==> src/design/radio_pkg.sv <==
`default_nettype none

package radio_pkg;

   //////////////////////////////////////////////////
   // Stream and settings bus widths
   //////////////////////////////////////////////////
   localparam int DATA_W     = 64;
   localparam int SET_ADDR_W = 8;
   localparam int SET_DATA_W = 32;
   localparam int RB_SEL_W   = 3;

   // CHDR header fields
   localparam int TYPE_MSB = 63;
   localparam int TYPE_LSB = 62;
   localparam int SEQ_MSB  = 59;
   localparam int SEQ_LSB  = 48;
   localparam int SID_W    = 32;

   // Command payload with the setting data in the low word
   localparam int ADDR_MSB = 39;
   localparam int ADDR_LSB = 32;

   //////////////////////////////////////////////////
   // Setting addresses
   //////////////////////////////////////////////////
   localparam logic [SET_ADDR_W-1:0] SR_DACSYNC    = 8'd5;
   localparam logic [SET_ADDR_W-1:0] SR_TEST       = 8'd7;
   localparam logic [SET_ADDR_W-1:0] SR_MISC_OUTS  = 8'd24;
   localparam logic [SET_ADDR_W-1:0] SR_READBACK   = 8'd32;
   localparam logic [SET_ADDR_W-1:0] SR_TIME       = 8'd128;
   localparam logic [SET_ADDR_W-1:0] SR_CODEC_IDLE = 8'd250;

   typedef enum logic [1:0] {
      CHDR_DATA = 2'd0,
      CHDR_FC   = 2'd1,
      CHDR_CMD  = 2'd2,
      CHDR_RESP = 2'd3
   } chdr_type_e;

   // Gaps at 4 and 7 read back as zero
   typedef enum logic [RB_SEL_W-1:0] {
      RB_NONE      = 3'd0,
      RB_TIME      = 3'd1,
      RB_TIME_PPS  = 3'd2,
      RB_RX_TEST   = 3'd3,
      RB_TX_RX     = 3'd5,
      RB_RADIO_NUM = 3'd6
   } rb_sel_e;

   typedef enum logic [2:0] {
      CS_HDR,
      CS_PAYLOAD,
      CS_DRAIN,
      CS_WRITE,
      CS_RESP_HDR,
      CS_RESP_DATA
   } ctrl_state_e;

endpackage

`default_nettype wire

==> src/design/chdr_router.sv <==
`timescale 1ns/1ps
`default_nettype none

module chdr_router
   import radio_pkg::*;
(
   input  logic              radio_clk,
   input  logic              i_arst_n,
   input  logic [DATA_W-1:0] i_in_tdata,
   input  logic              i_in_tlast,
   input  logic              i_in_tvalid,
   output logic              o_in_tready,
   output logic [DATA_W-1:0] o_cmd_tdata,
   output logic              o_cmd_tlast,
   output logic              o_cmd_tvalid,
   input  logic              i_cmd_tready
);

   logic       at_start;
   chdr_type_e pkt_type;
   chdr_type_e cur_type;
   logic       is_cmd;
   logic       in_xfer;

   // First beat carries the type, later beats use the latched copy
   assign cur_type = at_start ? chdr_type_e'(i_in_tdata[TYPE_MSB:TYPE_LSB]) : pkt_type;
   assign is_cmd   = (cur_type == CHDR_CMD);

   // Commands pass straight through
   assign o_cmd_tdata  = i_in_tdata;
   assign o_cmd_tlast  = i_in_tlast;
   assign o_cmd_tvalid = i_in_tvalid & is_cmd;

   // Everything else is swallowed one beat per cycle
   assign o_in_tready = is_cmd ? i_cmd_tready : 1'b1;
   assign in_xfer     = i_in_tvalid & o_in_tready;

   always_ff @(posedge radio_clk or negedge i_arst_n) begin
      if (!i_arst_n) begin
         at_start <= 1'b1;
         pkt_type <= CHDR_DATA;
      end else if (in_xfer) begin
         at_start <= i_in_tlast;
         if (at_start) begin
            pkt_type <= cur_type;
         end
      end
   end

endmodule

`default_nettype wire

==> src/design/radio_ctrl_proc.sv <==
`timescale 1ns/1ps
`default_nettype none

module radio_ctrl_proc
   import radio_pkg::*;
(
   input  logic                  radio_clk,
   input  logic                  i_arst_n,
   // Command stream from the router
   input  logic [DATA_W-1:0]     i_cmd_tdata,
   input  logic                  i_cmd_tlast,
   input  logic                  i_cmd_tvalid,
   output logic                  o_cmd_tready,
   // Settings bus
   output logic                  o_set_stb,
   output logic [SET_ADDR_W-1:0] o_set_addr,
   output logic [SET_DATA_W-1:0] o_set_data,
   input  logic [DATA_W-1:0]     i_rb_data,
   // Response stream
   output logic [DATA_W-1:0]     o_out_tdata,
   output logic                  o_out_tlast,
   output logic                  o_out_tvalid,
   input  logic                  i_out_tready
);

   ctrl_state_e              state;
   logic [SEQ_MSB-SEQ_LSB:0] seq_q;
   logic [SID_W-1:0]         sid_q;
   logic [DATA_W-1:0]        rb_q;
   logic                     cmd_xfer;
   logic                     out_xfer;
   logic [DATA_W-1:0]        resp_hdr;

   assign o_cmd_tready = (state == CS_HDR) || (state == CS_PAYLOAD) || (state == CS_DRAIN);
   assign cmd_xfer     = i_cmd_tvalid & o_cmd_tready;
   assign out_xfer     = o_out_tvalid & i_out_tready;

   // Length field holds the two-beat size in bytes
   assign resp_hdr = {CHDR_RESP, 2'b00, seq_q, 16'd16, sid_q};

   assign o_out_tvalid = (state == CS_RESP_HDR) || (state == CS_RESP_DATA);
   assign o_out_tlast  = (state == CS_RESP_DATA);
   assign o_out_tdata  = (state == CS_RESP_HDR) ? resp_hdr : rb_q;

   //////////////////////////////////////////////////
   // Command FSM
   //////////////////////////////////////////////////
   always_ff @(posedge radio_clk or negedge i_arst_n) begin
      if (!i_arst_n) begin
         state     <= CS_HDR;
         o_set_stb <= 1'b0;
      end else begin
         o_set_stb <= 1'b0;
         case (state)
            CS_HDR: begin
               // A header alone has no setting to write
               if (cmd_xfer && !i_cmd_tlast) begin
                  state <= CS_PAYLOAD;
               end
            end
            CS_PAYLOAD: begin
               if (cmd_xfer) begin
                  if (i_cmd_tlast) begin
                     state     <= CS_WRITE;
                     o_set_stb <= 1'b1;
                  end else begin
                     state <= CS_DRAIN;
                  end
               end
            end
            CS_DRAIN: begin
               if (cmd_xfer && i_cmd_tlast) begin
                  state     <= CS_WRITE;
                  o_set_stb <= 1'b1;
               end
            end
            CS_WRITE: begin
               // Wait out the strobe cycle so readback sees the new settings
               if (!o_set_stb) begin
                  state <= CS_RESP_HDR;
               end
            end
            CS_RESP_HDR: begin
               if (out_xfer) begin
                  state <= CS_RESP_DATA;
               end
            end
            CS_RESP_DATA: begin
               if (out_xfer) begin
                  state <= CS_HDR;
               end
            end
            default: state <= CS_HDR;
         endcase
      end
   end

   // Header and payload fields and the readback word
   always_ff @(posedge radio_clk) begin
      if (cmd_xfer && state == CS_HDR) begin
         seq_q <= i_cmd_tdata[SEQ_MSB:SEQ_LSB];
         sid_q <= i_cmd_tdata[SID_W-1:0];
      end
      if (cmd_xfer && state == CS_PAYLOAD) begin
         o_set_addr <= i_cmd_tdata[ADDR_MSB:ADDR_LSB];
         o_set_data <= i_cmd_tdata[SET_DATA_W-1:0];
      end
      if (state == CS_WRITE && !o_set_stb) begin
         rb_q <= i_rb_data;
      end
   end

endmodule

`default_nettype wire

==> src/design/radio_settings.sv <==
`timescale 1ns/1ps
`default_nettype none

module radio_settings
   import radio_pkg::*;
#(
   parameter int unsigned RADIO_NUM = 0
) (
   input  logic                  radio_clk,
   input  logic                  i_arst_n,
   input  logic                  i_set_stb,
   input  logic [SET_ADDR_W-1:0] i_set_addr,
   input  logic [SET_DATA_W-1:0] i_set_data,
   input  logic [31:0]           i_rx,
   input  logic [DATA_W-1:0]     i_vita_time,
   input  logic [DATA_W-1:0]     i_vita_time_pps,
   output logic [DATA_W-1:0]     o_rb_data,
   output logic [31:0]           o_tx,
   output logic [7:0]            o_misc_outs,
   output logic                  o_sync_dacs
);

   logic [SET_DATA_W-1:0] test_reg;
   logic [SET_DATA_W-1:0] codec_idle;
   rb_sel_e               rb_sel;

   function automatic logic hit(input logic [SET_ADDR_W-1:0] addr);
      return i_set_stb && (i_set_addr == addr);
   endfunction

   //////////////////////////////////////////////////
   // Setting registers
   //////////////////////////////////////////////////
   always_ff @(posedge radio_clk or negedge i_arst_n) begin
      if (!i_arst_n) begin
         test_reg    <= '0;
         rb_sel      <= RB_NONE;
         o_misc_outs <= '0;
         codec_idle  <= '0;
      end else begin
         if (hit(SR_TEST)) begin
            test_reg <= i_set_data;
         end
         if (hit(SR_READBACK)) begin
            rb_sel <= rb_sel_e'(i_set_data[RB_SEL_W-1:0]);
         end
         if (hit(SR_MISC_OUTS)) begin
            o_misc_outs <= i_set_data[7:0];
         end
         if (hit(SR_CODEC_IDLE)) begin
            codec_idle <= i_set_data;
         end
      end
   end

   // Any write here fires one DAC sync pulse, data is ignored
   always_ff @(posedge radio_clk or negedge i_arst_n) begin
      if (!i_arst_n) begin
         o_sync_dacs <= 1'b0;
      end else begin
         o_sync_dacs <= hit(SR_DACSYNC);
      end
   end

   // No TX chain left, so the DAC always sees the idle word
   assign o_tx = codec_idle;

   //////////////////////////////////////////////////
   // Readback mux
   //////////////////////////////////////////////////
   always_comb begin
      case (rb_sel)
         RB_NONE:      o_rb_data = '0;
         RB_TIME:      o_rb_data = i_vita_time;
         RB_TIME_PPS:  o_rb_data = i_vita_time_pps;
         RB_RX_TEST:   o_rb_data = {i_rx, test_reg};
         RB_TX_RX:     o_rb_data = {o_tx, i_rx};
         RB_RADIO_NUM: o_rb_data = DATA_W'(RADIO_NUM);
         default:      o_rb_data = '0;
      endcase
   end

endmodule

`default_nettype wire

==> src/design/timekeeper.sv <==
`timescale 1ns/1ps
`default_nettype none

module timekeeper
   import radio_pkg::*;
(
   input  logic                  radio_clk,
   input  logic                  i_arst_n,
   input  logic                  i_pps,
   input  logic                  i_set_stb,
   input  logic [SET_ADDR_W-1:0] i_set_addr,
   input  logic [SET_DATA_W-1:0] i_set_data,
   output logic [DATA_W-1:0]     o_vita_time,
   output logic [DATA_W-1:0]     o_vita_time_pps
);

   logic [SET_DATA_W-1:0] time_hi;
   logic [1:0]            pps_sync;
   logic                  pps_d;
   logic                  pps_edge;
   logic                  load_hi;
   logic                  load_lo;

   // High word is staged, the low word write commits both
   assign load_hi = i_set_stb && (i_set_addr == SR_TIME);
   assign load_lo = i_set_stb && (i_set_addr == SR_TIME + 8'd1);

   always_ff @(posedge radio_clk or negedge i_arst_n) begin
      if (!i_arst_n) begin
         time_hi     <= '0;
         o_vita_time <= '0;
      end else begin
         if (load_hi) begin
            time_hi <= i_set_data;
         end
         if (load_lo) begin
            o_vita_time <= {time_hi, i_set_data};
         end else begin
            o_vita_time <= o_vita_time + 1'b1;
         end
      end
   end

   //////////////////////////////////////////////////
   // PPS capture
   //////////////////////////////////////////////////
   assign pps_edge = pps_sync[1] & ~pps_d;

   always_ff @(posedge radio_clk or negedge i_arst_n) begin
      if (!i_arst_n) begin
         pps_sync        <= '0;
         pps_d           <= 1'b0;
         o_vita_time_pps <= '0;
      end else begin
         pps_sync <= {pps_sync[0], i_pps};
         pps_d    <= pps_sync[1];
         if (pps_edge) begin
            o_vita_time_pps <= o_vita_time;
         end
      end
   end

endmodule

`default_nettype wire

==> src/design/radio_top.sv <==
`timescale 1ns/1ps
`default_nettype none

module radio_top
   import radio_pkg::*;
#(
   parameter int unsigned RADIO_NUM = 0
) (
   input  logic              radio_clk,
   input  logic              i_arst_n,
   // Packet input
   input  logic [DATA_W-1:0] i_in_tdata,
   input  logic              i_in_tlast,
   input  logic              i_in_tvalid,
   output logic              o_in_tready,
   // Packet output, responses only
   output logic [DATA_W-1:0] o_out_tdata,
   output logic              o_out_tlast,
   output logic              o_out_tvalid,
   input  logic              i_out_tready,
   // Radio pins
   input  logic [31:0]       i_rx,
   input  logic              i_pps,
   output logic [31:0]       o_tx,
   output logic [7:0]        o_misc_outs,
   output logic              o_sync_dacs
);

   logic [DATA_W-1:0]     cmd_tdata;
   logic                  cmd_tlast;
   logic                  cmd_tvalid;
   logic                  cmd_tready;

   logic                  set_stb;
   logic [SET_ADDR_W-1:0] set_addr;
   logic [SET_DATA_W-1:0] set_data;
   logic [DATA_W-1:0]     rb_data;
   logic [DATA_W-1:0]     vita_time;
   logic [DATA_W-1:0]     vita_time_pps;

   chdr_router router_i (
      .radio_clk    (radio_clk),
      .i_arst_n     (i_arst_n),
      .i_in_tdata   (i_in_tdata),
      .i_in_tlast   (i_in_tlast),
      .i_in_tvalid  (i_in_tvalid),
      .o_in_tready  (o_in_tready),
      .o_cmd_tdata  (cmd_tdata),
      .o_cmd_tlast  (cmd_tlast),
      .o_cmd_tvalid (cmd_tvalid),
      .i_cmd_tready (cmd_tready)
   );

   radio_ctrl_proc ctrl_i (
      .radio_clk    (radio_clk),
      .i_arst_n     (i_arst_n),
      .i_cmd_tdata  (cmd_tdata),
      .i_cmd_tlast  (cmd_tlast),
      .i_cmd_tvalid (cmd_tvalid),
      .o_cmd_tready (cmd_tready),
      .o_set_stb    (set_stb),
      .o_set_addr   (set_addr),
      .o_set_data   (set_data),
      .i_rb_data    (rb_data),
      .o_out_tdata  (o_out_tdata),
      .o_out_tlast  (o_out_tlast),
      .o_out_tvalid (o_out_tvalid),
      .i_out_tready (i_out_tready)
   );

   radio_settings #(.RADIO_NUM(RADIO_NUM)) settings_i (
      .radio_clk       (radio_clk),
      .i_arst_n        (i_arst_n),
      .i_set_stb       (set_stb),
      .i_set_addr      (set_addr),
      .i_set_data      (set_data),
      .i_rx            (i_rx),
      .i_vita_time     (vita_time),
      .i_vita_time_pps (vita_time_pps),
      .o_rb_data       (rb_data),
      .o_tx            (o_tx),
      .o_misc_outs     (o_misc_outs),
      .o_sync_dacs     (o_sync_dacs)
   );

   timekeeper timekeeper_i (
      .radio_clk       (radio_clk),
      .i_arst_n        (i_arst_n),
      .i_pps           (i_pps),
      .i_set_stb       (set_stb),
      .i_set_addr      (set_addr),
      .i_set_data      (set_data),
      .o_vita_time     (vita_time),
      .o_vita_time_pps (vita_time_pps)
   );

endmodule

`default_nettype wire

==> config.mk <==
export PLATFORM = sky130hd
export DESIGN_NAME = radio_top
export DESIGN_NICKNAME = d
export VERILOG_FILES = /design/src/design/radio_pkg.sv /design/src/design/chdr_router.sv /design/src/design/radio_ctrl_proc.sv /design/src/design/radio_settings.sv /design/src/design/timekeeper.sv /design/src/design/radio_top.sv
export SDC_FILE = /design/constraint.sdc
export NUM_CORES = 1
export LEC_CHECK = 0
export ABC_AREA = 1
export BUFFER_PORTS_ARGS = -buffer_cell sky130_fd_sc_hd__buf_4
export CORE_ASPECT_RATIO = 1.2
export CORE_MARGIN = 2
export CORE_UTILIZATION = 35
export CTS_CLUSTER_DIAMETER = 40
export CTS_CLUSTER_SIZE = 16
export DETAILED_ROUTE_END_ITERATION = 16
export HOLD_SLACK_MARGIN = 0.15
export REMOVE_ABC_BUFFERS = 1
export SYNTH_ARGS = -nofsm -noshare
export SYNTH_HDL_FRONTEND = slang
export SYNTH_HIERARCHICAL = 1
export SYNTH_SLANG_ARGS = --single-unit
==> constraint.sdc <==
create_clock -name radio_clk -period 10.2 [get_ports radio_clk]
set_input_delay 0.51 -clock radio_clk [delete_from_list [all_inputs] [get_ports radio_clk]]
set_output_delay 0.51 -clock radio_clk [all_outputs]
set_load 0.01 [all_outputs]
==> results.py <==
metrics = {
    "placement": {
        "gp_congestion": 0.891,
        "port_buffers": 199,
        "placedCellCount": 3035,
        "placed_area_um2": 21200,
        "dp_hpwl_mm": 42.5,
    },
    "clock_network": {
        "cts_hold_buf": 57,
        "path_clk_slew_ns": 0.05,
        "htreeDepth": 2,
        "cts_buffers": 59,
        "post_cts_resize_count": 0,
        "cts_tree": "done",
        "root_buffer": "clkbuf_16",
        "clkSinkCount": 394,
        "clock_latency_ns": 0.61,
        "cts_buffer_depth": 3,
        "postCtsSetupBuffers": 0,
    },
    "routing": {
        "post_drt_wl_per_cell_um": 20.1,
        "drt_iter0_drc": 1395,
        "drt-total-wl_mm": 64.2,
        "antenna_left": 0,
        "dr.pass1.iters": 5,
        "num_vias": 17000,
        "drc_errors": 0,
        "viasPerCell": 5.32,
    },
    "setup_path": {
        "path_class": "flip-flop to output pin",
        "worstSetupEndpointType": "output pin",
        "reg2reg_setup_slack_ns": 7.27,
        "start_kind": "flip-flop",
        "timing.rr.end": "ctrl_i/rb_q[47]$_DFFE_PP_",
        "r2r_start": "settings_i/rb_sel[1]$_DFFE_PN0P_",
        "required_ns": 9.69,
        "crit_path_max_incr_delay_ns": 0.58,
        "crit_family": "buffers and inverters",
        "worstPathArrival_ns": 2.48,
        "critPathMaxFanout": 64,
        "worstPathCellList": "nor2_4, nand2_4, inv_2, buf_4, nand2_1, nand2_1, buf_4",
        "reg2reg_depth": 4,
        "cp_slowest_cell": "buf_4",
        "worst-path-buf-inv": 3,
    },
    "synth": {
        "syn_area_per_cell_um2": 8.61,
        "yosys_warnings": 6,
        "syn_area_um2": 19700,
        "netlist_instances": 2287,
    },
    "layout": {
        "final_area_um2": 23800,
        "syn2layout_area_growth_pct": 21.1,
        "layout_commonest_cell": "nand2_1",
        "final_cells": 3204,
        "nets": 2529,
        "drive_gt1_share_pct": 16.4,
        "n_antenna_cell": 0,
        "reg_top3": "ctrl_i/rb_q x64, timekeeper_i/o_vita_time x64, timekeeper_i/o_vita_time_pps x64",
        "mostFrequentLayoutCells": "700 x nand2_1, 369 x nand4_1, 242 x dfrtp_1",
    },
    "die": {
        "chipHeight_um": 264,
        "initial_core_util_pct": 35.3,
        "core_um2": 55700,
        "pin_count": 210,
        "dieArea_um2": 58200,
        "rows": 95,
        "die_x_um": 220,
    },
    "pwr": {
        "p_leak_nw": 10.3,
        "power.density_nw_per_um2": 190,
        "irDropWorstVdd_mv": 0.132,
    },
    "status": {
        "status": "completed",
    },
    "timing": {
        "fin_crit_ns": 2.99,
        "fin_setup_tns_ns": 0,
        "rsz0062_at_grt": "no",
        "setup_viol": 0,
        "tightestPinTransition_ns": 1.12,
        "finalCritPeriodShare_pct": 29.3,
        "relSlewSlack_pct": 25.4,
        "slew_viol_final": 0,
        "hold_viol_final": 0,
        "max_freq_ghz": 0.334,
        "skew_ns": 0.0265,
    },
    "run": {
        "cap_viol_max_count": 0,
    },
    "global_routing": {
        "grt_antenna_before_repair": 0,
        "grt_max_degree": 115,
        "grt_first_pass_wirelength_mm": 99.0,
        "overflow": 0,
        "track_usage_pct": 22.1,
        "grt_pass1_vias": 17000,
    },
    "hold_path": {
        "worstHoldPathCells": 3,
        "hp-class": "input port to flip-flop",
        "hold_path.startpoint": "i_in_tdata[63]",
        "holdPathEnd": "router_i/pkt_type[1]$_DFFE_PN0P_",
    },
}
## layout make-up
class / count / area (µm²)
Fill cell: 5458 / 31900
Sequential cell: 394 / 10600
Multi-Input combinational cell: 1547 / 7500
Timing Repair Buffer: 280 / 2250
Clock buffer: 66 / 1530
Tap cell: 727 / 910
Inverter: 144 / 548
Clock inverter: 46 / 483
## through the flow
stage                     power, mW  util (%)  hold WS, ns  setup slack, ns
final                          4.52      42.8        0.198             7.21
after global routing           4.72      42.8        0.201             6.90
after CTS                      4.58      42.8        0.163             7.15
after detailed placement       2.50      38.1        0.340             7.13
after global placement         2.49      38.1        0.335             7.16
after floorplan                2.20         -        0.214             4.46
## report_power, final
| part | switching (mW) | total, mW | internal (mW) | leakage (nW) |
|---|---|---|---|---|
| Clock | 0.832 | 2.03 | 1.20 | 0.976 |
| Combinational | 0.358 | 0.596 | 0.238 | 4.56 |
| Sequential | 0.0856 | 1.89 | 1.80 | 4.76 |
## routing by layer
layer / vias up / wire (µm) / track usage [%]
met5: - / 0 / 0
met4: 0 / 1960 / 7.53
met3: 131 / 3210 / 3.48
met2: 549 / 32700 / 39.2
met1: 8275 / 26300 / 27.0
li1: 8084 / - / -
## tightest hold or removal path: cells and delay by family
family | cells | cell delay (ns)
AND/OR/NAND/NOR | 2 | 0.14
buffers and inverters | 1 | 0.12
## worst max path at each step
stage / start / to / slack [ns] / cells past startpoint
floorplan: router_i/at_start$_DFFE_PN1P_ / ctrl_i/seq_q[0]$_DFFE_PP_ / 4.46 / 5
global placement: i_arst_n / settings_i/o_tx[22]$_DFFE_PN0P_ / 7.16 / 3
detailed placement: i_arst_n / settings_i/o_tx[20]$_DFFE_PN0P_ / 7.13 / 3
CTS: ctrl_i/state[1]$_DFFE_PN0P_ / o_out_tdata[52] / 7.15 / 7
global route: i_arst_n / timekeeper_i/time_hi[20]$_DFFE_PN0P_ / 6.90 / 4
finish: ctrl_i/state[1]$_DFFE_PN0P_ / o_out_tdata[52] / 7.21 / 7
Note: power is estimated with default switching activity, not from simulation.
